--- src/rv_pkg.sv ---
// Shared definitions for the RV32I pipeline
// Widths, opcodes, ALU codes, write-back and forwarding selects
// Instruction format union used by decode and the testbench
package rv_pkg;

  localparam int xlen           = 32;
  localparam int reg_addr_bits  = 5;
  localparam int dmem_words     = 256;
  localparam int dmem_addr_bits = $clog2(dmem_words);  // Word index, addr bits 9:2

  // Major opcodes
  localparam logic [6:0] op_lui    = 7'b0110111;
  localparam logic [6:0] op_auipc  = 7'b0010111;
  localparam logic [6:0] op_jal    = 7'b1101111;
  localparam logic [6:0] op_jalr   = 7'b1100111;
  localparam logic [6:0] op_branch = 7'b1100011;
  localparam logic [6:0] op_load   = 7'b0000011;
  localparam logic [6:0] op_store  = 7'b0100011;
  localparam logic [6:0] op_op_imm = 7'b0010011;
  localparam logic [6:0] op_op     = 7'b0110011;

  // ALU operation codes
  localparam logic [3:0] alu_add  = 4'd0;
  localparam logic [3:0] alu_sub  = 4'd1;
  localparam logic [3:0] alu_sll  = 4'd2;
  localparam logic [3:0] alu_slt  = 4'd3;
  localparam logic [3:0] alu_sltu = 4'd4;
  localparam logic [3:0] alu_xor  = 4'd5;
  localparam logic [3:0] alu_srl  = 4'd6;
  localparam logic [3:0] alu_sra  = 4'd7;
  localparam logic [3:0] alu_or   = 4'd8;
  localparam logic [3:0] alu_and  = 4'd9;

  // Write-back source
  localparam logic [1:0] wb_alu = 2'd0;
  localparam logic [1:0] wb_mem = 2'd1;
  localparam logic [1:0] wb_pc4 = 2'd2;

  // Operand forwarding source
  localparam logic [1:0] fwd_none  = 2'b00;
  localparam logic [1:0] fwd_exmem = 2'b10;  // Previous instruction, in EX/MEM
  localparam logic [1:0] fwd_memwb = 2'b01;  // Two back, on the write-back port

  // Instruction formats, MSB first
  typedef struct packed {
    logic [6:0] funct7;
    logic [4:0] rs2;
    logic [4:0] rs1;
    logic [2:0] funct3;
    logic [4:0] rd;
    logic [6:0] opcode;
  } r_fmt_t;

  typedef struct packed {
    logic [11:0] imm_11_0;
    logic [4:0]  rs1;
    logic [2:0]  funct3;
    logic [4:0]  rd;
    logic [6:0]  opcode;
  } i_fmt_t;

  typedef struct packed {
    logic [6:0] imm_11_5;
    logic [4:0] rs2;
    logic [4:0] rs1;
    logic [2:0] funct3;
    logic [4:0] imm_4_0;
    logic [6:0] opcode;
  } s_fmt_t;

  typedef struct packed {
    logic       imm_12;
    logic [5:0] imm_10_5;
    logic [4:0] rs2;
    logic [4:0] rs1;
    logic [2:0] funct3;
    logic [3:0] imm_4_1;
    logic       imm_11;
    logic [6:0] opcode;
  } b_fmt_t;

  typedef struct packed {
    logic [19:0] imm_31_12;
    logic [4:0]  rd;
    logic [6:0]  opcode;
  } u_fmt_t;

  typedef struct packed {
    logic       imm_20;
    logic [9:0] imm_10_1;
    logic       imm_11;
    logic [7:0] imm_19_12;
    logic [4:0] rd;
    logic [6:0] opcode;
  } j_fmt_t;

  // One instruction word, six views
  typedef union packed {
    r_fmt_t r;
    i_fmt_t i;
    s_fmt_t s;
    b_fmt_t b;
    u_fmt_t u;
    j_fmt_t j;
  } rv_instr_t;

endpackage

--- src/rv_fetch.sv ---
// Fetch stage
// Program counter, next-PC select and the IF/ID register
`timescale 1ns/100ps

module rv_fetch import rv_pkg::*; (
  input  logic            clk,
  input  logic            reset_n,
  input  logic            stall,
  input  logic            redirect,
  input  logic [xlen-1:0] redirect_target,
  input  logic [31:0]     imem_rdata,
  output logic [xlen-1:0] imem_addr,
  output logic [xlen-1:0] if_pc,
  output logic [xlen-1:0] if_instr,
  output logic            if_valid
);

  logic [xlen-1:0] pc;
  logic [xlen-1:0] pc_next;

  assign imem_addr = pc;  // Fetch port sees the PC directly

  // Redirect wins over stall
  always_comb begin
    if (redirect)
      pc_next = redirect_target;
    else if (stall)
      pc_next = pc;
    else
      pc_next = pc + xlen'(4);
  end

  always_ff @(posedge clk or negedge reset_n) begin
    if (!reset_n)
      pc <= '0;  // Reset vector
    else
      pc <= pc_next;
  end

  // IF/ID valid, killed by a taken branch or jump
  always_ff @(posedge clk or negedge reset_n) begin
    if (!reset_n)
      if_valid <= 1'b0;
    else if (redirect)
      if_valid <= 1'b0;
    else if (!stall)
      if_valid <= 1'b1;
  end

  // IF/ID payload
  always_ff @(posedge clk) begin
    if (!stall) begin
      if_pc    <= pc;
      if_instr <= imem_rdata;
    end
  end

  // Redirect targets from execute must keep the PC on a word boundary
  a_pc_aligned: assert property (@(posedge clk) disable iff (!reset_n)
    imem_addr[1:0] == 2'b00);

endmodule

--- config.mk ---
export PLATFORM = sky130hd
export DESIGN_NAME = rv_fetch
export DESIGN_NICKNAME = d
export VERILOG_FILES = /design/src/rv_pkg.sv /design/src/rv_fetch.sv
export SDC_FILE = /design/constraint.sdc
export NUM_CORES = 1
export LEC_CHECK = 0
export ABC_AREA = 0
export BUFFER_PORTS_ARGS = -buffer_cell sky130_fd_sc_hd__buf_2
export CORE_MARGIN = 4
export CORE_UTILIZATION = 35
export CTS_BUF_LIST = sky130_fd_sc_hd__clkbuf_8
export DETAILED_ROUTE_END_ITERATION = 8
export PLACE_DENSITY = 0.7
export SETUP_SLACK_MARGIN = 0.3
export SYNTH_ARGS = -nofsm -noshare
export SYNTH_HDL_FRONTEND = slang
export SYNTH_SLANG_ARGS = --single-unit
export TNS_END_PERCENT = 1
--- constraint.sdc ---
create_clock -name clk -period 2.4 [get_ports clk]
set_input_delay 0.36 -clock clk [delete_from_list [all_inputs] [get_ports clk]]
set_output_delay 0.36 -clock clk [all_outputs]
set_load 0.02 [all_outputs]
# --- Word level (Yosys, flattened, before mapping) ---
# Index checks and enable logic that the tools add are counted.
op_classes:
  muxes: 4
  addsub: 1
  eq_ne: 1
ops:
  columns: ["op", "n"]
  rows:
  - ["two-way mux 32 bit", 2]
  - ["adder 32 x 3 -> 32 bit, second input constant", 1]
  - ["two-way mux 1 bit", 2]
  - ["inequality test 2 x 1 -> 1 bit, second input constant", 1]
totals:
  output_inout_bits: 97
  elab_cells: 10
  ff_bits: 97
  inputBits: 68

# --- Longest topological paths before layout ---
logic_depth:
  depth_word: 3
  depth_mapped: 7
  ltp_nobuf: 5

# --- Least setup slack after synthesis ---
# OpenSTA, ideal clock, no wires.
synth_timing:
  path_kind: "input -> register"
  startpoint: "input port stall"
  endpoint: "register if_instr[0], enable pin"
  path_buffers: 1
  arrival_time_ps: 1781
  path_stages: 2
  path_slack_ps: 200
  t_required_ps: 1981
  path_cell_list: "buf_4 -> inv_1"
synth_rtl:
  columns: ["item", "line", "text"]
  rows:
  - ["start: declaration", "rv_fetch.sv:8", "input logic stall,"]
  - ["end signal: assignment", "rv_fetch.sv:54", "if_instr <= imem_rdata;"]
  - ["end: declaration", "rv_fetch.sv:14", "output logic [xlen-1:0] if_instr,"]
# No word-level cell between the ends.

# --- Worst setup path in the final report ---
layout_timing:
  startpoint: "register pc[14] (netlist: imem_addr[14])"
  endpoint: "register pc[25] (netlist: imem_addr[25])"
layout_via:
  elab_chain_len: 3
layout_rtl:
  columns: ["item", "line", "text"]
  rows:
  - ["start: declaration", "rv_fetch.sv:18", "logic [xlen-1:0] pc;"]
  - ["start signal: assignment", "rv_fetch.sv:37", "pc <= pc_next;"]
  - ["adder 32 x 3 -> 32 bit", "rv_fetch.sv:30", "pc_next = pc + xlen'(4);"]
  - ["two-way mux 32 bit", "rv_fetch.sv:27", "else if (stall)"]
  - ["two-way mux 32 bit", "rv_fetch.sv:25", "if (redirect)"]
# No other way between the ends. The select of a mux whose other input is x is not followed.
# A chain may end at the register's enable or synchronous reset.

==> impl_metrics.tcl <==
set metrics [dict create \
    report.final.setup_viol 0 \
    postCtsSetupRepairBufs 0 \
    crit_start "imem_addr[14]" \
    antennaDiodeCount 0 \
    worst-r2r-setup-slack_ns 0.39 \
    outcome "complete, no violations" \
    yosysUniqueCellTypes 43 \
    grt_start_max_net_pins 46 \
    postSynthRegisterBits 97 \
    reg_to_reg_end "imem_addr[25]" \
    initial_drc_count 248 \
    drcViolationCount 0 \
    worstPathArrival_ns 2.29 \
    cts_inserted_buffers 9 \
    hold_path.class "primary input to asynchronous set/reset pin" \
    r2r-start "imem_addr[14]" \
    cellLeakagePower_uw 0.00211 \
    synthToLayoutAreaGrowth_pct 31.7 \
    critPathRequiredTime_ns 2.68 \
    finalCriticalPeriod_ns 2.01 \
    grt_pass1_vias 2935 \
    layout-drive-gt1-share 0.437 \
    post-dp-hpwl_mm 7.39 \
    worstSkewPairLatency_ns 0.36 \
    routed_wirelength_mm 10.0 \
    tritoncts "done" \
    post-route-cell-area_mm2 0.00508 \
    die_width_um 113 \
    critPathKind "flop to flop" \
    cts.sinks 97 \
    setup-tns-final_ns 0 \
    fin_nets 515 \
    synth_flop_cell "edfxtp_1" \
    floorplan.initialDensity 0.357 \
    die_h_um 113 \
    number_of_antenna_violations_at_the_first_check_in_global_routing 0 \
    pre_cts_ws_ns 0.275 \
    postCtsHoldBufs 0 \
    worst-r2r-cell-count 4 \
    cts-resized-gates 2 \
    port_buffers 164 \
    syn-cell-area_mm2 0.00386 \
    slew-limit-headroom 0.464 \
    wire_per_inst_um 16.9 \
    placed_cells_incl_taps 575 \
    io_pins 165 \
    worstSetupEndpoint "imem_addr[25]" \
    syn_inst 277 \
    die_area_mm2 0.0128 \
    placement.cell_area_mm2 0.00487 \
    critical_path_peak_fanout 9 \
    path_clk_slew_ns 0.10 \
    fin_cells 591 \
    cap_violations 0 \
    finalWeightedCongestion 0.782 \
    crit_path_start_kind "flop" \
    synth_nets 346 \
    timing.final.crit_share 0.837 \
    synth-async-reset-ratio 0.340 \
    hold_viol_final 0 \
    final.setup_skew_ns 0.0171 \
    grt_setup_unrepaired "yes" \
    fp.coreArea_mm2 0.0108 \
    std_cell_rows 38 \
    syn_avg_cell_area_um2 13.9 \
    route.antenna.remaining_nets 0 \
    cts.root.buffer_cell "clkbuf_8" \
    post_drt_via_cell_ratio 4.99 \
    vdd_drop_max_mv 0.311 \
    drt_pass1_iterations 4 \
    sequential_element_share_of_the_synthesized_area 0.712 \
    clock_tree.htree_level_count 3 \
    warnings_from_yosys 0 \
    grt_use_total 0.155 \
    worstSetupEndpointType "flop" \
    num_vias 2951 \
    clock.fmax_mhz 498 \
    final-max-slew-violation-count 0 \
    globalRouteOverflowTotal 0 \
    worst_max_slew_pin_slew_ns 0.804 \
    setup_slack_ns 0.390 \
    cts_max_path_buffers 2 \
    grt_pass1_wl_mm 15.4 \
    synth_edf_count 64 \
    power.density_mw_per_mm2 725 \
]
[cell type report]
| class | count | area (µm²) |
|---|---|---|
| clock buffers | 11 | 151 |
| clock inverters | 5 | 47.5 |
| fillers | 987 | 5710 |
| inverters | 7 | 30.0 |
| multi-input cells | 160 | 1040 |
| flip-flops and latches | 97 | 2750 |
| well taps | 140 | 175 |
| repair buffers | 171 | 886 |
[cell usage in the layout (no fill, tap or decap), drive strengths merged, types with 2 or more instances in the layout]
cell type	n
a31oi	13
and2	2
and3	2
and4	2
buf	171
clkbuf	11
clkinv	3
dfrtp	33
edfxtp	64
inv	7
mux2	2
nand2	24
nand2b	2
nand3	9
nand4	9
nand4b	4
nor2	17
nor2b	2
nor4	4
nor4b	2
o21ai	16
o31a	4
o31ai	8
o41ai	3
or3	4
or4	9
xnor2	6
xor2	7
[metal layers]
layer,GRT usage,vias to the layer above,share of wire
met3,0.0476,12,0.081
li1,-,1393,-
met1,0.195,1419,0.42
met5,0,-,0
met4,0.0465,0,0.014
met2,0.259,127,0.49
[worst max-delay path, cell delays in order (launching register included)]
cell and delay, ns:
dfrtp_1 0.47, nand4_2 0.19, or4_4 0.62, or4_1 0.48
a31oi_1 0.17
[sequential cells by signal, indices dropped and copies added, names as in the netlist]
register,flops
if_pc,32
if_instr,32
imem_addr,32
if_valid,1
[report_power, final]
group | total [µW] | leakage, µW | switching [µW] | internal, µW
Sequential | 2050 | 0.00101 | 110 | 1940
Combinational | 576 | 0.000994 | 369 | 206
Clock | 1060 | 0.000112 | 530 | 529
[through the flow]
step	total power, µW	hold WS, ns	utilization
2_1_floorplan	2390	0.0644	-
3_3_place_gp	2650	0.458	0.451
3_5_place_dp	2670	0.466	0.451
4_1_cts	3720	0.0898	0.470
5_1_grt	3860	0.123	0.471
6_report	3680	0.0805	0.471
[Yosys cell counts (all sizes together), types with 3 or more instances]
| cell | number | area [µm²] |
|---|---|---|
| edfxtp | 64 | 1920 |
| nand2 | 24 | 90.1 |
| or4 | 9 | 67.6 |
| o41ai | 3 | 26.3 |
| a31oi | 13 | 81.3 |
| o31ai | 8 | 60.1 |
| dfrtp | 33 | 826 |
| nand3 | 9 | 57.6 |
| xnor2 | 6 | 52.6 |
| nand4 | 9 | 62.6 |
| buf | 5 | 26.3 |
| o31a | 4 | 35.0 |
| clkbuf | 8 | 30.0 |
| nor4 | 4 | 25.0 |
| nand4b | 4 | 50.1 |
| xor2 | 7 | 61.3 |
| or3 | 4 | 25.0 |
| o21ai | 16 | 80.1 |
| nor2 | 17 | 63.8 |
| inv | 6 | 22.5 |
[worst min path at each step]
stage | cells after the start | end | start
after floorplan | 0 | if_valid | reset_n
after global placement | 0 | if_pc[0] | imem_addr[0]
after detailed placement | 1 | if_valid | if_valid
after CTS | 1 | imem_addr[9] | reset_n
after global routing | 1 | imem_addr[9] | reset_n
final | 1 | imem_addr[9] | reset_n
[logic make-up after synthesis]
group,synth area share
buf+inv,0.0214
xor+xnor,0.0295
mux,0.00843
flops,0.712
compound gates,0.0778
fa+ha+maj,0.00324
simple gates,0.147
(Power assumes the default switching activity.)
