## src/rv_pkg.sv

```systemverilog
// Shared definitions for the RV32I pipeline
// Widths, opcodes, ALU codes, write-back and forwarding selects
// Instruction format union used by decode and the testbench
package rv_pkg;

  localparam int xlen           = 32;
  localparam int reg_addr_bits  = 5;
  localparam int dmem_words     = 256;
  localparam int dmem_addr_bits = $clog2(dmem_words);  // Word index, addr bits 9:2

  // Major opcodes
  localparam logic [6:0] op_lui    = 7'b0110111;
  localparam logic [6:0] op_auipc  = 7'b0010111;
  localparam logic [6:0] op_jal    = 7'b1101111;
  localparam logic [6:0] op_jalr   = 7'b1100111;
  localparam logic [6:0] op_branch = 7'b1100011;
  localparam logic [6:0] op_load   = 7'b0000011;
  localparam logic [6:0] op_store  = 7'b0100011;
  localparam logic [6:0] op_op_imm = 7'b0010011;
  localparam logic [6:0] op_op     = 7'b0110011;

  // ALU operation codes
  localparam logic [3:0] alu_add  = 4'd0;
  localparam logic [3:0] alu_sub  = 4'd1;
  localparam logic [3:0] alu_sll  = 4'd2;
  localparam logic [3:0] alu_slt  = 4'd3;
  localparam logic [3:0] alu_sltu = 4'd4;
  localparam logic [3:0] alu_xor  = 4'd5;
  localparam logic [3:0] alu_srl  = 4'd6;
  localparam logic [3:0] alu_sra  = 4'd7;
  localparam logic [3:0] alu_or   = 4'd8;
  localparam logic [3:0] alu_and  = 4'd9;

  // Write-back source
  localparam logic [1:0] wb_alu = 2'd0;
  localparam logic [1:0] wb_mem = 2'd1;
  localparam logic [1:0] wb_pc4 = 2'd2;

  // Operand forwarding source
  localparam logic [1:0] fwd_none  = 2'b00;
  localparam logic [1:0] fwd_exmem = 2'b10;  // Previous instruction, in EX/MEM
  localparam logic [1:0] fwd_memwb = 2'b01;  // Two back, on the write-back port

  // Instruction formats, MSB first
  typedef struct packed {
    logic [6:0] funct7;
    logic [4:0] rs2;
    logic [4:0] rs1;
    logic [2:0] funct3;
    logic [4:0] rd;
    logic [6:0] opcode;
  } r_fmt_t;

  typedef struct packed {
    logic [11:0] imm_11_0;
    logic [4:0]  rs1;
    logic [2:0]  funct3;
    logic [4:0]  rd;
    logic [6:0]  opcode;
  } i_fmt_t;

  typedef struct packed {
    logic [6:0] imm_11_5;
    logic [4:0] rs2;
    logic [4:0] rs1;
    logic [2:0] funct3;
    logic [4:0] imm_4_0;
    logic [6:0] opcode;
  } s_fmt_t;

  typedef struct packed {
    logic       imm_12;
    logic [5:0] imm_10_5;
    logic [4:0] rs2;
    logic [4:0] rs1;
    logic [2:0] funct3;
    logic [3:0] imm_4_1;
    logic       imm_11;
    logic [6:0] opcode;
  } b_fmt_t;

  typedef struct packed {
    logic [19:0] imm_31_12;
    logic [4:0]  rd;
    logic [6:0]  opcode;
  } u_fmt_t;

  typedef struct packed {
    logic       imm_20;
    logic [9:0] imm_10_1;
    logic       imm_11;
    logic [7:0] imm_19_12;
    logic [4:0] rd;
    logic [6:0] opcode;
  } j_fmt_t;

  // One instruction word, six views
  typedef union packed {
    r_fmt_t r;
    i_fmt_t i;
    s_fmt_t s;
    b_fmt_t b;
    u_fmt_t u;
    j_fmt_t j;
  } rv_instr_t;

endpackage

```

## src/rv_decode.sv

```systemverilog
// Decode stage
// Field extraction, immediates, control, load-use stall, ID/EX register
`timescale 1ns/100ps

module rv_decode import rv_pkg::*; (
  input  logic                     clk,
  input  logic                     reset_n,
  input  logic [xlen-1:0]          if_pc,
  input  logic [xlen-1:0]          if_instr,
  input  logic                     if_valid,
  input  logic                     redirect,
  output logic [reg_addr_bits-1:0] rs1_addr,
  output logic [reg_addr_bits-1:0] rs2_addr,
  input  logic [xlen-1:0]          rs1_data,
  input  logic [xlen-1:0]          rs2_data,
  output logic                     stall,
  output logic [xlen-1:0]          ex_pc,
  output logic [xlen-1:0]          ex_rs1_data,
  output logic [xlen-1:0]          ex_rs2_data,
  output logic [reg_addr_bits-1:0] ex_rs1,
  output logic [reg_addr_bits-1:0] ex_rs2,
  output logic [reg_addr_bits-1:0] ex_rd,
  output logic [xlen-1:0]          ex_imm,
  output logic [2:0]               ex_funct3,
  output logic [3:0]               ex_alu_op,
  output logic                     ex_alu_src_imm,
  output logic [6:0]               ex_opcode,
  output logic                     ex_mem_read,
  output logic                     ex_mem_write,
  output logic                     ex_reg_write,
  output logic [1:0]               ex_wb_sel,
  output logic                     ex_valid
);

  rv_instr_t       instr;
  logic [6:0]      opcode;
  logic [xlen-1:0] imm;
  logic [3:0]      alu_op;
  logic            alu_src_imm;
  logic            mem_read;
  logic            mem_write;
  logic            reg_write;
  logic [1:0]      wb_sel;
  logic            uses_rs1;
  logic            uses_rs2;

  // alt picks SUB over ADD and SRA over SRL
  function automatic logic [3:0] alu_decode(input logic [2:0] f3, input logic alt);
    case (f3)
      3'b000:  return alt ? alu_sub : alu_add;
      3'b001:  return alu_sll;
      3'b010:  return alu_slt;
      3'b011:  return alu_sltu;
      3'b100:  return alu_xor;
      3'b101:  return alt ? alu_sra : alu_srl;
      3'b110:  return alu_or;
      default: return alu_and;
    endcase
  endfunction

  assign instr  = if_instr;
  assign opcode = instr.r.opcode;

  // Unused source fields read as x0, so they never stall or forward
  assign uses_rs1 = !(opcode inside {op_lui, op_auipc, op_jal});
  assign uses_rs2 = opcode inside {op_op, op_branch, op_store};
  assign rs1_addr = uses_rs1 ? instr.r.rs1 : '0;
  assign rs2_addr = uses_rs2 ? instr.r.rs2 : '0;

  // Sign-extended immediate for each format
  always_comb begin
    case (opcode)
      op_lui, op_auipc: imm = {instr.u.imm_31_12, 12'b0};
      op_jal:    imm = {{11{instr.j.imm_20}}, instr.j.imm_20, instr.j.imm_19_12,
                        instr.j.imm_11, instr.j.imm_10_1, 1'b0};
      op_branch: imm = {{19{instr.b.imm_12}}, instr.b.imm_12, instr.b.imm_11,
                        instr.b.imm_10_5, instr.b.imm_4_1, 1'b0};
      op_store:  imm = {{20{instr.s.imm_11_5[6]}}, instr.s.imm_11_5, instr.s.imm_4_0};
      default:   imm = {{20{instr.i.imm_11_0[11]}}, instr.i.imm_11_0};  // I-type
    endcase
  end

  // Control
  always_comb begin
    alu_op      = alu_add;  // Address and upper-immediate adds
    alu_src_imm = 1'b1;
    mem_read    = 1'b0;
    mem_write   = 1'b0;
    reg_write   = 1'b0;
    wb_sel      = wb_alu;
    case (opcode)
      op_lui, op_auipc: reg_write = 1'b1;
      op_jal, op_jalr: begin
        reg_write = 1'b1;
        wb_sel    = wb_pc4;  // Link address
      end
      op_load: begin
        mem_read  = 1'b1;
        reg_write = 1'b1;
        wb_sel    = wb_mem;
      end
      op_store:  mem_write = 1'b1;
      op_branch: alu_src_imm = 1'b0;  // Compare done outside the ALU
      op_op_imm: begin
        reg_write = 1'b1;
        alu_op    = alu_decode(instr.r.funct3, instr.r.funct3 == 3'b101 && instr.r.funct7[5]);
      end
      op_op: begin
        reg_write   = 1'b1;
        alu_src_imm = 1'b0;
        alu_op      = alu_decode(instr.r.funct3, instr.r.funct7[5]);
      end
      default: ;  // No side effects for unknown opcodes
    endcase
  end

  // Load in EX whose result is needed here
  assign stall = if_valid && ex_valid && ex_mem_read && ex_rd != '0 &&
                 (ex_rd == rs1_addr || ex_rd == rs2_addr);

  // Bubble into ID/EX on stall or redirect
  always_ff @(posedge clk or negedge reset_n) begin
    if (!reset_n)
      ex_valid <= 1'b0;
    else
      ex_valid <= if_valid && !stall && !redirect;
  end

  always_ff @(posedge clk) begin
    ex_pc          <= if_pc;
    ex_rs1_data    <= rs1_data;
    ex_rs2_data    <= rs2_data;
    ex_rs1         <= rs1_addr;
    ex_rs2         <= rs2_addr;
    ex_rd          <= instr.r.rd;
    ex_imm         <= imm;
    ex_funct3      <= instr.r.funct3;
    ex_alu_op      <= alu_op;
    ex_alu_src_imm <= alu_src_imm;
    ex_opcode      <= opcode;
    ex_mem_read    <= mem_read;
    ex_mem_write   <= mem_write;
    ex_reg_write   <= reg_write;
    ex_wb_sel      <= wb_sel;
  end

  // A flush empties IF/ID too, so neither wrong-path slot reaches ID/EX
  a_flush_ifid: assert property (@(posedge clk) disable iff (!reset_n)
    redirect |=> !if_valid);

  // The stalled instruction is still waiting in IF/ID after its bubble
  a_stall_hold: assert property (@(posedge clk) disable iff (!reset_n)
    stall |=> if_valid && $stable(if_instr));

endmodule

```

## config.mk

```make
export PLATFORM = sky130hd
export DESIGN_NAME = rv_decode
export DESIGN_NICKNAME = d
export VERILOG_FILES = /design/src/rv_pkg.sv /design/src/rv_decode.sv
export SDC_FILE = /design/constraint.sdc
export NUM_CORES = 1
export LEC_CHECK = 0
export BUFFER_PORTS_ARGS = -buffer_cell sky130_fd_sc_hd__buf_2
export CELL_PAD_IN_SITES_DETAIL_PLACEMENT = 0
export CELL_PAD_IN_SITES_GLOBAL_PLACEMENT = 1
export CORE_UTILIZATION = 28
export DETAILED_ROUTE_END_ITERATION = 6
export GPL_TIMING_DRIVEN = 1
export HOLD_SLACK_MARGIN = 0.06
export MAX_ROUTING_LAYER = met4
export PLACE_DENSITY = 0.86
export SLEW_MARGIN = 20
export SYNTH_ARGS = -nofsm -noshare
export SYNTH_HDL_FRONTEND = slang
export SYNTH_SLANG_ARGS = --single-unit
export TNS_END_PERCENT = 100
```

## constraint.sdc

```tcl
create_clock -name clk -period 1.85 [get_ports clk]
set_input_delay 0.185 -clock clk [delete_from_list [all_inputs] [get_ports clk]]
set_output_delay 0.185 -clock clk [all_outputs]
set_load 0.005 [all_outputs]
```

; ---- Word-level counts from Yosys, hierarchy flattened
; Index checks and enable logic that the tools add are counted.
[word_totals]
out_inout_bits = 175
regBits = 164
[op_classes]
eq_ne = 17
mux = 15
reduce_logical = 18
[ops]
columns = cell, n
row1 = 31-bit case mux with 4 select lines, 1
row2 = 4-bit case mux with 7 select lines, 2
row3 = "7-bit by 6-bit equality test with 1-bit output, second input constant", 3
row4 = "7-bit equality test, second input constant", 3
row5 = "7-bit by 5-bit equality test with 1-bit output, second input constant", 2
row6 = 5-bit equality test, 2
row7 = 5-bit 2-to-1 mux, 2
row8 = "3-bit equality test, second input constant", 3
row9 = 1-bit 2-to-1 mux, 8
row10 = 4-bit case mux with 2 select lines, 1
row11 = "7-bit by 2-bit equality test with 1-bit output, second input constant", 1
row12 = 1-bit logical AND, 7
row13 = 7-bit OR reduction, 1
row14 = "3-bit by 2-bit equality test with 1-bit output, second input constant", 2
row15 = 3-bit nonzero test, 2
row16 = 2-bit OR reduction, 3
row17 = 5-bit nonzero test, 1
row18 = 2-bit case mux with 2 select lines, 1
row19 = "3-bit by 1-bit equality test with 1-bit output, second input constant", 1
row20 = 3-bit logical NOT, 1
row21 = 1-bit logical NOT, 2
row22 = 1-bit logical OR, 1

; ---- Logic depth before layout (Yosys ltp)
[logic_depth]
word_depth = 9
mapped_depth = 8

; ---- Least setup slack after synthesis
; Ideal clock, no wire load.
[synth_timing]
kind = input port to flip-flop
start = input port if_instr[4]
end = register ex_valid
arrival_time_ps = 1504
cell_stages = 8
path_buffers = 2
slack_ps = 225
cell_sequence = buf_4 and4b_4 o21a_1 buf_6 a221o_1 a211oi_2 nand4_1 and4b_1
[synth_between]
elab_chain_cells = 9
word_cells_on_any_way = 17
[synth_rtl]
columns = item, line
row1 = from (decl), rv_decode.sv:9  ; input logic [xlen-1:0] if_instr,
row2 = 7-bit by 6-bit equality test with 1-bit output (tied with other cells), rv_decode.sv:65  ; assign uses_rs1 = !(opcode inside {op_lui, op_auipc, op_jal});
row3 = "3-bit nonzero test, on equally long branches", "rv_decode.sv:65, rv_decode.sv:66"
row4 = "5-bit 2-to-1 mux, on equally long branches", "rv_decode.sv:67, rv_decode.sv:68"
row5 = 5-bit equality test, rv_decode.sv:119  ; (ex_rd == rs1_addr || ex_rd == rs2_addr);
row6 = 1-bit logical OR *, rv_decode.sv:119
row7 = 1-bit logical AND *, rv_decode.sv:118  ; assign stall = if_valid && ex_valid && ex_mem_read && ex_rd != '0 &&
row8 = 1-bit logical NOT *, rv_decode.sv:126  ; ex_valid <= if_valid && !stall && !redirect;
row9 = 1-bit logical AND * (2 in series), rv_decode.sv:126
row10 = to (signal assigned), rv_decode.sv:126
row11 = to (decl), rv_decode.sv:32  ; output logic ex_valid
; Every way passes the cells marked *; elsewhere a longest branch is shown, timed or not.

; ---- Worst setup path after layout
[layout_timing]
start = register ex_rd[4]
end = output port stall
[layout_between]
elab_chain_cells = 3
word_cells_on_any_way = 6
[layout_rtl]
columns = item, line
row1 = from (decl), rv_decode.sv:22  ; output logic [reg_addr_bits-1:0] ex_rd,
row2 = from (signal assigned), rv_decode.sv:135  ; ex_rd <= instr.r.rd;
row3 = 5-bit equality test / 5-bit nonzero test (equally long branches), "rv_decode.sv:119, rv_decode.sv:118"
row4 = 1-bit logical OR / 1-bit logical AND (equally long branches), "rv_decode.sv:119, rv_decode.sv:118"
row5 = 1-bit logical AND *, rv_decode.sv:118
row6 = to (decl), rv_decode.sv:16  ; output logic stall,
; Marked as above.

==> summary.txt <==
Yosys
  • XOR/XNOR Fraction of Synth Area: 0.859%
  • Synthesized area: 4080 µm²
  • Synth Flop Type: dfxtp_1
  • Number of flops mapped to enable cells by yosys: 0
  • Simple-Gate Fraction of Synth Area: 7.82%
  • Seq cells post-synth: 164
  • Synth Area in Adders: 0%
  • Sequential fraction of the synthesis area: 80.6%
  • Post-Syn Instances: 290
  • Area contributors post-synth: dfxtp_1 (80%), a21o_1 (3.5%), and2_1 (1.7%), nor2b_1 (1.2%), nand3_1 (1.1%)
  • Post-synth net total: 422
  • Share of the synthesized area in the top cell type: 80.0%
  • Synth cell count leaders: dfxtp_1 (163), a21o_1 (19), and2_1 (11)
  • Compound-gate portion of the synthesized area: 8.46%
  • Largest family of logic cells by synthesized area: compound AO/OA/AOI/OAI gates
  • Syn. warnings: 0
  • Synth cell types: 41
  • Syn Area/Cell: 14.1 µm²
  • Asr flop ratio synth: 0.610%
  • Top-count cell post-synth: dfxtp_1
  • Post-synth top area cell: dfxtp_1
  • Proportion of synthesized area in mux cells: 0.245%

Layout
  • Fin cells: 947
  • Layout cells sized above 1: 48.0%
  • Final core utilization: 55.6%
  • Design area: 7800 µm²
  • Area Overhead vs Synth: 91.2%
  • NumNets Final: 885

CTS
  • CTS Buffer Depth: 2
  • Clk root buf: clkbuf_16
  • H-tree levels: 4
  • CTS Buf Count: 17
  • Clock latency at the later pin of the worst-skew pair: 0.42 ns
  • TritonCTS Sinks: 164
  • CTS tree: yes
  • Clock transition at the registers of the reported paths: 0.07 ns

Worst setup path
  • Setup crit end kind: output port
  • Max FO, Critical Path: 5
  • Crit Path Category: reg2out
  • Critical path arrival: 1.74 ns
  • Register-to-Register Setup Slack: 0.19 ns
  • WP data required: 1.66 ns
  • Worst setup SP type: register

GRT
  • GRT overflow: 0
  • Antenna violations before repair: 2
  • Pin count of the biggest net entering global routing: 20
  • First-pass GRT wire length: 22.9 mm
  • Gr usage total: 21.6%
  • Number of global-route vias before repair: 4314

Timing
  • Setup TNS Final: -0.0792 ns
  • Final worst path period share: 104%
  • Worst Skew: 0.00376 ns
  • Setup ws final: -0.0792 ns
  • Hold Vio Cnt, Final: 0
  • WHS: 0.0797 ns
  • Final setup fails: 1
  • Post-layout min period: 1.93 ns
  • Unrepaired setup endpoints after global routing: true
  • Slew @ Worst Pin: 0.830 ns
  • Fmax: 518 MHz
  • Slew Viols, Final: 0
  • Slew HR: 44.6%

Placement
  • GPL Wtd Cong: 0.930
  • Dpl cells: 779
  • Post-Place Setup Slack: 0.0771 ns
  • DP HPWL: 11.0 mm
  • Input/output buffers: 306
  • Placed cell area: 5870 µm²

Drt
  • Vias/cell: 4.37
  • Routed Wire Length: 16.2 mm
  • Wire length per cell: 17.1 µm
  • DRC viols: 0
  • Antenna viol nets, final: 0
  • DRT Pass-1 Iters: 4
  • Vias: 4142
  • DRT iter0 DRCs: 204

Die
  • Initial core utilization: 29.1%
  • Rows: 43
  • IO Count: 307
  • Die Wd: 123 µm
  • Die height: 123 µm
  • Die area: 15100 µm²
  • Core ar.: 14000 µm²

Pwr
  • Final Power: 7.90 mW
  • Power density over cell area: 1010 nW/µm²
  • Leak: 3.89 nW
  • Worst vdd ir: 0.552 mV

Run status
  • Status: finished with violations
  • Failing checks: setup timing

Hold path
  • Hold/Removal Path Class: in2reg

Run
  • Max-cap violations: 0
-- final timing paths --
check                              from  depth (start not counted)    endpoint
setup / recovery               ex_rd[4]                          6       stall
hold reg to reg                ex_rd[1]                          3    ex_valid
hold / removal             if_instr[24]                          2  ex_imm[24]
max in group asynchronous       reset_n                          3    ex_valid
min in group asynchronous       reset_n                          3    ex_valid
setup reg to reg               ex_rd[4]                          7    ex_valid
-- critical path: stages, from the launching register on --
cell and delay (ns):
dfxtp_4 0.38, nor3_1 0.07, a31o_2 0.27, a2111oi_2 0.22, o2111ai_1 0.19, nand2_1 0.09, buf_2 0.11
-- state kept, by name, indices dropped and copies added, names as in the netlist --
signal / flops
ex_pc: 32
ex_valid: 1
ex_mem_read: 1
ex_rs1: 5
ex_opcode: 7
ex_funct3: 3
ex_rs2_data: 32
ex_reg_write: 1
ex_wb_sel: 2
ex_alu_src_imm: 1
ex_imm: 32
ex_mem_write: 1
ex_rs2: 5
ex_rd: 5
ex_rs1_data: 32
ex_alu_op: 4
-- area by class of cell --
cell class / instances / area (µm²)
diodes: 2 / 5.00
clock buffers: 17 / 425
clock inverters: 14 / 143
fillers: 1140 / 6240
inverters: 10 / 37.5
multi-input cells: 108 / 718
flip-flops and latches: 164 / 3300
well taps: 180 / 225
repair buffers: 452 / 2950
-- report_power, final --
group / internal [mW] / leakage (nW) / total, mW / switching [mW]
registers: 3.71 / 1.38 / 3.77 / 0.0584
clock network: 1.78 / 0.265 / 3.38 / 1.60
logic: 0.461 / 2.24 / 0.758 / 0.297
-- routing by layer --
layer	track usage [%]	routed length, µm
met1	20.2	5600
met2	39.7	8780
met3	5.67	1170
met4	12.0	684
met5	-	0
-- logic make-up after synthesis --
group	after synthesis
multiplexers	1
buffers and inverters	18
XOR/XNOR	4
AND/OR/NAND/NOR	57
flip-flops	164
AO/OA/AOI/OAI	46
-- what timing repair did --
item / in CTS / in global routing
setup endpoints to repair: 1 / 1
setup buffers: 4 / 2
pin swaps: 6 / 3
gates resized for setup: 11 / 1
hold buffers: 129 / 0
endpoints found under the hold margin: 141 / 0
-- placed cells by master, fill, tap and decap left out, types with 4 or more instances in the layout --
cell type      Yosys  final
a22o_1             4      4
dfxtp_2            0      4
inv_1             10      8
clkinvlp_4         0      4
nor2b_1            8      7
nor2_1             8      8
o21ai_0            5      4
nand3_1            9      9
clkbuf_16          0     17
nand2_1            7      7
dlygate4sd3_1      0    129
buf_4              1     17
buf_2              3    306
and2_1            11     11
inv_8              0      4
a21o_1            19     19
nor3_1             6      6
dfxtp_1          163    158
No activity file was read; power rests on OpenSTA's default activity.
