File: src/rv_pkg.sv
// Shared definitions for the RV32I pipeline
// Widths, opcodes, ALU codes, write-back and forwarding selects
// Instruction format union used by decode and the testbench
package rv_pkg;

  localparam int xlen           = 32;
  localparam int reg_addr_bits  = 5;
  localparam int dmem_words     = 256;
  localparam int dmem_addr_bits = $clog2(dmem_words);  // Word index, addr bits 9:2

  // Major opcodes
  localparam logic [6:0] op_lui    = 7'b0110111;
  localparam logic [6:0] op_auipc  = 7'b0010111;
  localparam logic [6:0] op_jal    = 7'b1101111;
  localparam logic [6:0] op_jalr   = 7'b1100111;
  localparam logic [6:0] op_branch = 7'b1100011;
  localparam logic [6:0] op_load   = 7'b0000011;
  localparam logic [6:0] op_store  = 7'b0100011;
  localparam logic [6:0] op_op_imm = 7'b0010011;
  localparam logic [6:0] op_op     = 7'b0110011;

  // ALU operation codes
  localparam logic [3:0] alu_add  = 4'd0;
  localparam logic [3:0] alu_sub  = 4'd1;
  localparam logic [3:0] alu_sll  = 4'd2;
  localparam logic [3:0] alu_slt  = 4'd3;
  localparam logic [3:0] alu_sltu = 4'd4;
  localparam logic [3:0] alu_xor  = 4'd5;
  localparam logic [3:0] alu_srl  = 4'd6;
  localparam logic [3:0] alu_sra  = 4'd7;
  localparam logic [3:0] alu_or   = 4'd8;
  localparam logic [3:0] alu_and  = 4'd9;

  // Write-back source
  localparam logic [1:0] wb_alu = 2'd0;
  localparam logic [1:0] wb_mem = 2'd1;
  localparam logic [1:0] wb_pc4 = 2'd2;

  // Operand forwarding source
  localparam logic [1:0] fwd_none  = 2'b00;
  localparam logic [1:0] fwd_exmem = 2'b10;  // Previous instruction, in EX/MEM
  localparam logic [1:0] fwd_memwb = 2'b01;  // Two back, on the write-back port

  // Instruction formats, MSB first
  typedef struct packed {
    logic [6:0] funct7;
    logic [4:0] rs2;
    logic [4:0] rs1;
    logic [2:0] funct3;
    logic [4:0] rd;
    logic [6:0] opcode;
  } r_fmt_t;

  typedef struct packed {
    logic [11:0] imm_11_0;
    logic [4:0]  rs1;
    logic [2:0]  funct3;
    logic [4:0]  rd;
    logic [6:0]  opcode;
  } i_fmt_t;

  typedef struct packed {
    logic [6:0] imm_11_5;
    logic [4:0] rs2;
    logic [4:0] rs1;
    logic [2:0] funct3;
    logic [4:0] imm_4_0;
    logic [6:0] opcode;
  } s_fmt_t;

  typedef struct packed {
    logic       imm_12;
    logic [5:0] imm_10_5;
    logic [4:0] rs2;
    logic [4:0] rs1;
    logic [2:0] funct3;
    logic [3:0] imm_4_1;
    logic       imm_11;
    logic [6:0] opcode;
  } b_fmt_t;

  typedef struct packed {
    logic [19:0] imm_31_12;
    logic [4:0]  rd;
    logic [6:0]  opcode;
  } u_fmt_t;

  typedef struct packed {
    logic       imm_20;
    logic [9:0] imm_10_1;
    logic       imm_11;
    logic [7:0] imm_19_12;
    logic [4:0] rd;
    logic [6:0] opcode;
  } j_fmt_t;

  // One instruction word, six views
  typedef union packed {
    r_fmt_t r;
    i_fmt_t i;
    s_fmt_t s;
    b_fmt_t b;
    u_fmt_t u;
    j_fmt_t j;
  } rv_instr_t;

endpackage

File: src/rv_execute.sv
// Execute stage
// Forwarding, operand select, ALU, branch decision, jump targets,
// EX/MEM register
`timescale 1ns/100ps

module rv_execute import rv_pkg::*; (
  input  logic                     clk,
  input  logic                     reset_n,
  input  logic [xlen-1:0]          ex_pc,
  input  logic [xlen-1:0]          ex_rs1_data,
  input  logic [xlen-1:0]          ex_rs2_data,
  input  logic [reg_addr_bits-1:0] ex_rs1,
  input  logic [reg_addr_bits-1:0] ex_rs2,
  input  logic [reg_addr_bits-1:0] ex_rd,
  input  logic [xlen-1:0]          ex_imm,
  input  logic [2:0]               ex_funct3,
  input  logic [3:0]               ex_alu_op,
  input  logic                     ex_alu_src_imm,
  input  logic [6:0]               ex_opcode,
  input  logic                     ex_mem_read,
  input  logic                     ex_mem_write,
  input  logic                     ex_reg_write,
  input  logic [1:0]               ex_wb_sel,
  input  logic                     ex_valid,
  input  logic                     wb_valid,
  input  logic [reg_addr_bits-1:0] wb_rd,
  input  logic [xlen-1:0]          wb_data,
  output logic                     redirect,
  output logic [xlen-1:0]          redirect_target,
  output logic [xlen-1:0]          mem_alu_result,
  output logic [xlen-1:0]          mem_store_data,
  output logic [reg_addr_bits-1:0] mem_rd,
  output logic                     mem_read,
  output logic                     mem_write,
  output logic                     mem_reg_write,
  output logic [1:0]               mem_wb_sel,
  output logic [xlen-1:0]          mem_pc4,
  output logic                     mem_valid
);

  logic            exmem_ok;
  logic [1:0]      fwd_a;
  logic [1:0]      fwd_b;
  logic [xlen-1:0] rs1_val;
  logic [xlen-1:0] rs2_val;
  logic [xlen-1:0] op_a;
  logic [xlen-1:0] op_b;
  logic [xlen-1:0] alu_result;
  logic            take;

  // ====================================================================
  // Forwarding
  // ====================================================================
  // EX/MEM only holds a usable value for ALU results, never a load
  assign exmem_ok = mem_valid && mem_reg_write && mem_wb_sel == wb_alu && mem_rd != '0;

  assign fwd_a = (exmem_ok && mem_rd == ex_rs1) ? fwd_exmem :
                 (wb_valid && wb_rd == ex_rs1)  ? fwd_memwb : fwd_none;
  assign fwd_b = (exmem_ok && mem_rd == ex_rs2) ? fwd_exmem :
                 (wb_valid && wb_rd == ex_rs2)  ? fwd_memwb : fwd_none;

  always_comb begin
    case (fwd_a)
      fwd_exmem: rs1_val = mem_alu_result;
      fwd_memwb: rs1_val = wb_data;
      default:   rs1_val = ex_rs1_data;
    endcase
    case (fwd_b)
      fwd_exmem: rs2_val = mem_alu_result;
      fwd_memwb: rs2_val = wb_data;
      default:   rs2_val = ex_rs2_data;
    endcase
  end

  // LUI and AUIPC bypass the forwarded rs1
  assign op_a = (ex_opcode == op_lui)   ? '0 :
                (ex_opcode == op_auipc) ? ex_pc : rs1_val;
  assign op_b = ex_alu_src_imm ? ex_imm : rs2_val;

  // ====================================================================
  // ALU and branch
  // ====================================================================
  always_comb begin
    case (ex_alu_op)
      alu_sub:  alu_result = op_a - op_b;
      alu_sll:  alu_result = op_a << op_b[4:0];
      alu_slt:  alu_result = xlen'($signed(op_a) < $signed(op_b));
      alu_sltu: alu_result = xlen'(op_a < op_b);
      alu_xor:  alu_result = op_a ^ op_b;
      alu_srl:  alu_result = op_a >> op_b[4:0];
      alu_sra:  alu_result = $signed(op_a) >>> op_b[4:0];
      alu_or:   alu_result = op_a | op_b;
      alu_and:  alu_result = op_a & op_b;
      default:  alu_result = op_a + op_b;  // alu_add
    endcase
  end

  always_comb begin
    case (ex_funct3)
      3'b000:  take = rs1_val == rs2_val;                    // BEQ
      3'b001:  take = rs1_val != rs2_val;                    // BNE
      3'b100:  take = $signed(rs1_val) < $signed(rs2_val);   // BLT
      3'b101:  take = $signed(rs1_val) >= $signed(rs2_val);  // BGE
      3'b110:  take = rs1_val < rs2_val;                     // BLTU
      3'b111:  take = rs1_val >= rs2_val;                    // BGEU
      default: take = 1'b0;
    endcase
  end

  assign redirect = ex_valid && (ex_opcode == op_jal || ex_opcode == op_jalr ||
                                 (ex_opcode == op_branch && take));

  // JALR clears bit 0, branches and JAL are PC relative
  assign redirect_target = (ex_opcode == op_jalr) ? ((rs1_val + ex_imm) & ~xlen'(1)) :
                                                    ex_pc + ex_imm;

  // ====================================================================
  // EX/MEM register
  // ====================================================================
  always_ff @(posedge clk or negedge reset_n) begin
    if (!reset_n)
      mem_valid <= 1'b0;
    else
      mem_valid <= ex_valid;
  end

  always_ff @(posedge clk) begin
    mem_alu_result <= alu_result;
    mem_store_data <= rs2_val;  // Forwarded store data
    mem_rd         <= ex_rd;
    mem_read       <= ex_mem_read;
    mem_write      <= ex_mem_write;
    mem_reg_write  <= ex_reg_write;
    mem_wb_sel     <= ex_wb_sel;
    mem_pc4        <= ex_pc + xlen'(4);  // Link value
  end

endmodule

File: config.mk
export PLATFORM = sky130hd
export DESIGN_NAME = rv_execute
export DESIGN_NICKNAME = d
export VERILOG_FILES = /design/src/rv_pkg.sv /design/src/rv_execute.sv
export SDC_FILE = /design/constraint.sdc
export NUM_CORES = 1
export LEC_CHECK = 0
export ABC_AREA = 1
export BUFFER_PORTS_ARGS = -buffer_cell sky130_fd_sc_hd__buf_4
export CORE_MARGIN = 4
export CORE_UTILIZATION = 51
export CTS_CLUSTER_SIZE = 25
export DETAILED_ROUTE_END_ITERATION = 6
export PLACE_DENSITY = 0.74
export SYNTH_ARGS = -nofsm -noshare
export SYNTH_HDL_FRONTEND = slang
export SYNTH_SLANG_ARGS = --single-unit
File: constraint.sdc
create_clock -name clk -period 7.6 [get_ports clk]
set_clock_uncertainty 0.05 [all_clocks]
set_input_delay 1.52 -clock clk [delete_from_list [all_inputs] [get_ports clk]]
set_output_delay 1.52 -clock clk [all_outputs]
set_load 0.05 [all_outputs]
* After elaboration in Yosys (flattened, before gate mapping) *
Index checks and enable logic that the tools add are counted.

operators by class
  multiplexer cells = 12
  reduce and logical (&&, ||, !) cells = 14
  shift operators = 3
  eq/ne operators = 29
  add/sub/neg operators = 5
  order comparisons = 6
  bitwise gates (word level) = 3

operators with widths
  kind                   count
  $pmux 32 s9            1
  $lt 32x32->1           4
  $mux 32                4
  $pmux 32 s2            2
  $add 32x32->32         3
  $ge 32x32->1           2
  $add 32x3->32 const B  1
  $and 32x32->32         1
  $eq 32x32->1           1
  $ne 32x32->1           1
  $or 32x32->32          1
  $shl 32x5->32          1
  $shr 32x5->32          1
  $sshr 32x5->32         1
  $sub 32x32->32         1
  $xor 32x32->32         1
  $eq 7x7->1 const B     3
  $eq 5x5->1             4
  $eq 4x3->1 const B     4
  $eq 3x3->1 const B     4
  $logic_and 1x1->1      9
  $eq 4x2->1 const B     2
  $eq 4x4->1 const B     2
  $eq 7x5->1 const B     1
  12 further kinds       17

storage, ports and cells
  input port bits = 204
  logic and storage cells = 81
  register bits after elaboration = 107
  output and inout bits = 140

* Longest topological paths before layout *
Gate-level depths: netlist of the first run.

  depth in word-level cells = 12
  gate-level depth with buffers = 35
  mapped depth without buffers = 33

* Least setup slack after synthesis of the first run *
OpenSTA, ideal clock, no wires.

  path type = in2out
  start = input port ex_rs1[1]
  end = output port redirect_target[24]
  arrival = 5.168 ns
  slack = 0.862 ns
  stages on the path = 26
  cells stage by stage = inv_1 -> nand2_1 -> nand2_1 -> nand3_1 -> nor2_1 -> nand3_2 -> buf_6 -> or2_0 -> nand3_1 -> inv_1 -> fa_1 -> nand3_1 -> nand3_1 -> inv_1 -> nor2_1 -> nor2_1 -> o21ai_1 -> a21boi_1 -> o21ai_2 -> a21boi_1 -> nor2_1 -> nand2_1 -> nand2_1 -> nand2_1 -> inv_1 -> o21ai_0

between the ends
  word-level cells in the longest chain between the ends = 8

ends and longest elaborated chain
  item                                             RTL line           source
  start, declared                                  rv_execute.sv:12   input logic [reg_addr_bits-1:0] ex_rs1,
  $eq 5x5->1                                       rv_execute.sv:58   (wb_valid && wb_rd == ex_rs1) ? fwd_memwb : fwd_none;
  $logic_and 1x1->1                                rv_execute.sv:58
  $mux 1                                           rv_execute.sv:58
  $mux 2 (*)                                       rv_execute.sv:57   assign fwd_a = (exmem_ok && mem_rd == ex_rs1) ? fwd_exmem :
  $eq 2x1->1 / $eq 2x2->1 (equally long branches)  rv_execute.sv:63   case (fwd_a)
  $pmux 32 s2 (*)                                  rv_execute.sv:63
  $add 32x32->32 (*)                               rv_execute.sv:114  assign redirect_target = (ex_opcode == op_jalr) ? ((rs1_val + ex_imm) & ~xlen'(1)) :
  $mux 32 (*)                                      rv_execute.sv:114
  end, declared                                    rv_execute.sv:29   output logic [xlen-1:0] redirect_target,

Every way passes the cells marked *; elsewhere a longest branch is shown, timed or not.

* Worst setup path after layout of the first run *
  start = input port ex_rs1[0]
  end = output port redirect_target[22]

The elaborated chain is that of the path after synthesis.

==> metrics, run 1 <==
deepest level of the CTS H-tree 3; maximum root-to-sink buffer count 2; final net count 4031; DIE HEIGHT 202 µm; Overall Global Routing Usage 42.0%; Synth top area share 15.4%; switching power as a share of total power 55.7%; pin count of the biggest net entering global routing 74; Post-CTS Setup Repair Bufs 0; Placeable Area 36900 µm²; slew at the pin closest to its max-slew limit 0.938 ns; internal power summed over all cells 1.54 mW; post-route core utilization 60.4%; number of cells on the worst reg-to-reg path 30; highest routed layer met5; initial standard-cell utilization of the core 52.0%; P per Cell Area 156 nW/µm²; number of vias per cell after detailed routing 6.16; max cap viols 0; headroom to the max-slew limit 37.0%; unrepaired setup endpoints after global routing no; end point of the critical path redirect_target[22]; Max FO, Critical Path 53; result of the run complete, no violations; post-placement cell count 4125; Routed Wire Length 91.9 mm; Top Ports 344; Setup Total Neg Slack 0 ns; count leader, synth nand2_1; die area 40800 µm²; Critical Path Start Type primary input; share of total power in the clock network 13.9%; vias in the first global route 23400; number of fill cells in the layout 3668; portion of the post-synthesis area used by sequential elements 11.2%; launch point of the worst reg-to-reg path mem_rd[4]$_DFF_P_; critical path data required time 6.03 ns; met2 wirelength from detailed routing 39.7 mm; type of the worst min-delay path reg -> reg; largest cells by area after synthesis nand2_1, ha_1, nand3_1, dfxtp_1, inv_1; synthesized net count 3772; clock tree from TritonCTS done; TritonCTS buffer count 9; Synth Register Bits 107; PortBufs 343; most frequently used flop master after synthesis dfxtp_1; proportion of layout cells with a drive suffix above 1 13.6%; initial antenna violation count 2; DRC violation count after routing 0; number of enable flip-flop cells after synthesis 0; final cell count without fillers 4141; Synth Warn # 0; routed length on met1 34.4 mm; antenna-violating nets left 0; clock root buffer clkbuf_16; wire length of the first global-routing pass 135 mm; Congestion Overflow GR 0; fraction of registers with async set or reset after synthesis 0.935%; drt first pass iters 6; net switching power 1.93 mW; post-synth design cell area 19200 µm²; clock insertion delay at the later pin of the skew report 0.38 ns; commonest cells in the synthesized netlist nand2_1, inv_1, nand3_1, a21oi_1, nor2_1; Max Clock Freq 139 MHz; fraction of power consumed by combinational cells 65.8%; cell taking the most area after synthesis nand2_1; kind of end point of the critical path output pin; data arrival time of the worst path 5.64 ns; number of placement rows 70; final critical-path required period 7.21 ns; worst setup path startpoint ex_rs1[0]; CTS resizes 0; diode count 0; horizontal die dimension 202 µm; Post-CTS Hold Fix Bufs 0; setup violation total in the final timing report 0; Sinks on Clock Net 107; Worst R2R Setup Slack 2.03 ns; VDD IR-drop max 91.9 µV; Post-Syn Instances 3373; via count 25500; Final Hold Viols 0; sequential power share 20.3%; drt initial violations 3171; fin crit share 94.9%; Clk pin slew, worst setup/hold paths 0.09 ns; amount of wire on met3 after detailed routing 11.4 mm; DR WL/cell 22.2 µm; Final Max Slew Viols 0; Layout Area Growth over Synthesis 16.0%; routability congestion estimate from global placement 1.12; Cells on Worst Hold Path 2; Avg Synthesized Cell Area 5.69 µm²; final HPWL from detailed placement 75.6 mm; destination of the worst register-to-register timing path mem_alu_result[23]$_DFF_P_; count of unique library cells instantiated by Yosys 57; class of the most critical setup path in -> out; leak pwr 11.8 nW
## registers in the layout, indices dropped and copies added (netlist names)
name	count
mem_wb_sel	2
mem_alu_result	32
mem_rd	5
mem_write	1
mem_reg_write	1
mem_store_data	32
mem_valid	1
mem_read	1
mem_pc4	32
## through the flow
step,instance area (µm²),hold WS (ns),setup WS (ns),total power [mW]
final,22300,0.636,0.388,3.47
after global routing,22300,0.633,0.0405,3.64
after CTS,22300,0.620,0.332,3.39
after detailed placement,22000,0.598,0.366,2.92
after global placement,22000,0.579,0.504,2.89
after floorplan,19200,0.708,0.862,2.17
## worst min path at each step
stage	slack, ns	to	startpoint
3_5_place_dp	0.60	mem_store_data[4]$_DFF_P_	mem_alu_result[4]$_DFF_P_
4_1_cts	0.62	mem_store_data[4]$_DFF_P_	mem_alu_result[4]$_DFF_P_
2_1_floorplan	0.71	mem_store_data[2]$_DFF_P_	mem_alu_result[2]$_DFF_P_
3_3_place_gp	0.58	mem_store_data[4]$_DFF_P_	mem_alu_result[4]$_DFF_P_
6_report	0.64	mem_store_data[4]$_DFF_P_	mem_alu_result[4]$_DFF_P_
5_1_grt	0.63	mem_store_data[4]$_DFF_P_	mem_alu_result[4]$_DFF_P_
## power groups by stage
stage          Combinational, mW  Sequential, mW  Clock (mW)
3_5_place_dp                2.20           0.713           0
3_3_place_gp                2.18           0.712           0
5_1_grt                     2.43           0.707       0.503
4_1_cts                     2.21           0.700       0.481
2_1_floorplan               1.23           0.942           0
6_report                    2.28           0.705       0.481
## cells by family after synthesis
| group | synth area share, % |
|---|---|
| adder cells (fa/ha/maj) | 12.9 |
| flip-flops | 11.2 |
| AO/OA/AOI/OAI | 18.8 |
| AND/OR/NAND/NOR | 40.3 |
| XOR/XNOR | 3.47 |
| buffers and inverters | 13.4 |
## routing by layer
metal,GRT usage (%),vias to the layer above
li1,-,11700
met4,23.1,4
met1,54.3,11500
met2,66.8,1922
met3,6.95,371
met5,0,-
## area by class of cell
type	count	area, µm²	share of cell area (%)
Tap cell	504	631	2.83
Clock inverter	5	37.5	0.169
Sequential cell	107	2150	9.64
Inverter	493	1850	8.32
Timing Repair Buffer	380	2880	12.9
Clock buffer	11	233	1.05
Multi-Input combinational cell	2641	14500	65.1
## layout by cell type (no fill, tap or decap), types with 7 or more instances in the layout
cell,n
a31oi_1,8
nand4_1,48
o2111ai_1,7
o21ai_0,207
inv_2,15
buf_4,378
ha_1,191
a21oi_1,287
nand3_1,451
nand3b_1,55
o211ai_1,9
a21o_1,8
xnor2_1,11
o21bai_1,9
clkbuf_16,9
o21a_1,14
nand2_2,16
nand3_2,13
dfxtp_1,106
inv_1,475
o21ai_1,25
nor2_4,9
a221oi_1,20
o22ai_1,13
or2_2,9
nor2_2,21
nor3_1,32
xor2_1,65
nand2_1,789
nor4_1,7
nor2_1,264
## worst max-delay path, stage by stage
cell      delay, ns
buf_4          0.11
inv_1          0.09
nand2_1        0.06
nand3_1        0.09
nor2_1         0.06
nand3_2        0.25
buf_4          0.52
nand3b_1       0.14
nand3_1        0.15
inv_1          0.09
ha_1           0.34
nand3_1        0.12
nand3_1        0.08
inv_1          0.08
nor2_1         0.04
nor2_1         0.16
o21ai_1        0.12
a21boi_1       0.27
o21ai_2        0.15
a21oi_1        0.36
o21ai_1        0.20
nand2_1        0.09
nand2_1        0.07
nand2_1        0.06
inv_1          0.04
o22ai_1        0.14
buf_4          0.22
(Power assumes the default switching activity.)
==> run 2, diff against run 1 <==
- CELL_PAD_IN_SITES_DETAIL_PLACEMENT: unset -> 0
- CELL_PAD_IN_SITES_GLOBAL_PLACEMENT: unset -> 1
- CORE_ASPECT_RATIO: unset -> 1.2
- CORE_UTILIZATION: 51 -> 43
- PLACE_DENSITY: 0.74 -> unset
- PLACE_DENSITY_LB_ADDON: unset -> 0.1
==> metrics, run 2 (synthesis results as in run 1) <==
result of the run complete, no violations; final cell count without fillers 4197 (+1.4%); Layout Area Growth over Synthesis 16.6%; P per Cell Area 160 nW/µm² (+2.8%); clock tree from TritonCTS done; registers with the highest flip-flop counts mem_alu_result: 32 flops, mem_pc4: 32 flops, mem_store_data: 32 flops; via count 25000 (-2.0%); CTS resizes 0 (unchanged); Top Ports 344 (unchanged); Setup Total Neg Slack 0 ns (unchanged); Sinks on Clock Net 107 (unchanged); deepest level of the CTS H-tree 3 (unchanged); slew at the pin closest to its max-slew limit 1.01 ns (+0.0718 ns); antenna-violating nets left 0 (unchanged); unrepaired setup endpoints after global routing no; clock root buffer clkbuf_16; class of the most critical setup path in -> out; die area 48100 µm² (+18%); maximum root-to-sink buffer count 2 (unchanged); DRC violation count after routing 0 (unchanged); Overall Global Routing Usage 39.6% (-2.4 points); Placeable Area 43900 µm² (+19%); data arrival time of the worst path 5.49 ns (-0.15 ns); fin crit share 92.9% (-2.0 points); final HPWL from detailed placement 83.5 mm (+10%); headroom to the max-slew limit 32.2% (-4.7 points); diode count 0 (unchanged); Post-CTS Setup Repair Bufs 0 (unchanged); most common library cell in the layout ignoring fill and taps nand2_1; Max FO, Critical Path 25 (-53%); initial standard-cell utilization of the core 43.7% (-8.4 points); Congestion Overflow GR 0 (unchanged); fraction of power consumed by combinational cells 64.4% (-1.4 points); proportion of layout cells with a drive suffix above 1 13.7% (+0.079 points); kind of end point of the critical path output pin; internal power summed over all cells 1.59 mW (+3.1%); Max Clock Freq 142 MHz (+2.1%); Final Hold Viols 0 (unchanged); TritonCTS buffer count 9 (unchanged); number of vias per cell after detailed routing 5.96 (-3.3%); clock insertion delay at the later pin of the skew report 0.41 ns (+0.03 ns); final net count 4032 (+0.025%); max cap viols 0 (unchanged); VDD IR-drop max 128 µV (+39%); drt first pass iters 6 (unchanged); pin count of the biggest net entering global routing 74 (unchanged); DIE HEIGHT 239 µm (+19%); Post-CTS Hold Fix Bufs 0 (unchanged); PortBufs 343 (unchanged); Clk pin slew, worst setup/hold paths 0.09 ns (about the same); switching power as a share of total power 55.8% (+0.084 points); share of total power in the clock network 15.6% (+1.7 points); Routed Wire Length 101 mm (+9.7%); critical path data required time 6.03 ns (about the same); drt initial violations 2922 (-7.9%); setup violation total in the final timing report 0 (unchanged); type of the worst min-delay path reg -> reg; number of placement rows 84 (+20%); Final Max Slew Viols 0 (unchanged); DR WL/cell 24.0 µm (+8.3%); vias in the first global route 23500 (+0.73%); net switching power 2.00 mW (+3.5%); sequential power share 20.0% (-0.3 points); Critical Path Start Type primary input; wire length of the first global-routing pass 146 mm (+8.2%); leak pwr 11.8 nW (+0.25%); post-placement cell count 4181 (+1.4%); initial antenna violation count 0 (-2); most frequent cells in the layout nand2_1, inv_1, nand3_1; horizontal die dimension 201 µm (-0.56%); final critical-path required period 7.06 ns (-0.150 ns); routability congestion estimate from global placement 1.08 (-4.0%)
==> run 2: final cells by class <==
class / instances / area [µm²]
fillers: 4735 / 21600
multi-input cells: 2641 / 14500
repair buffers: 381 / 2860
flip-flops and latches: 107 / 2150
inverters: 493 / 1850
well taps: 559 / 699
clock buffers: 10 / 239
clock inverters: 6 / 82.6
==> run 2: per-layer routing <==
metal	vias up	global-route usage, %	share of wire (%)
li1	11700	-	-
met1	11600	48.3	39
met2	1447	66.7	46
met3	296	5.32	8.5
met4	0	24.0	7.1
met5	-	0	0
==> run 2: stage by stage <==
| stage | hold WS [ns] | setup WS, ns | util [%] | power [mW] | cell area, µm² |
|---|---|---|---|---|---|
| 2_1_floorplan | 0.708 | 0.862 | - | 2.17 | 19200 |
| 3_3_place_gp | 0.524 | 0.649 | 50.2 | 2.97 | 22100 |
| 3_5_place_dp | 0.531 | 0.600 | 50.2 | 2.97 | 22100 |
| 4_1_cts | 0.551 | 0.578 | 50.9 | 3.53 | 22400 |
| 5_1_grt | 0.586 | 0.171 | 50.9 | 3.76 | 22400 |
| 6_report | 0.568 | 0.538 | 50.9 | 3.58 | 22400 |
==> run 2: worst paths after layout <==
kind / slack, ns / start / depth (start not counted) / to
max in group asynchronous: 6.59 / reset_n / 1 / mem_valid$_DFF_PN0_
worst max-delay path: 0.54 / ex_rs1[1] / 26 / redirect
worst max register to register: 1.78 / mem_rd[3]$_DFF_P_ / 24 / mem_alu_result[16]$_DFF_P_
worst min-delay path: 0.57 / mem_alu_result[2]$_DFF_P_ / 2 / mem_store_data[2]$_DFF_P_
worst min register to register: 0.57 / mem_alu_result[2]$_DFF_P_ / 2 / mem_store_data[2]$_DFF_P_
min in group asynchronous: 0.83 / reset_n / 1 / mem_valid$_DFF_PN0_
==> run 2: power by group through the flow <==
stage	clock network, mW	registers, mW	logic, mW
finish	0.560	0.717	2.31
global route	0.584	0.719	2.46
CTS	0.569	0.711	2.25
detailed placement	0	0.725	2.24
global placement	0	0.724	2.24
floorplan	0	0.942	1.23
==> run 2: critical path, stage by stage <==
cell	delay [ns]
buf_4	0.12
inv_1	0.04
nand2_1	0.04
nand2_1	0.05
nand3_1	0.08
nor2_1	0.12
nand3_2	0.40
inv_2	0.28
buf_4	0.33
nand2_1	0.08
nand3_1	0.13
inv_1	0.09
ha_1	0.31
nand2_1	0.06
nor2_1	0.15
nand4_1	0.16
nor4_1	0.42
nand2_1	0.19
nand3_1	0.13
nand2_1	0.06
inv_1	0.05
nor2_1	0.04
nand3_1	0.18
nand2_1	0.08
a21oi_1	0.14
buf_4	0.22
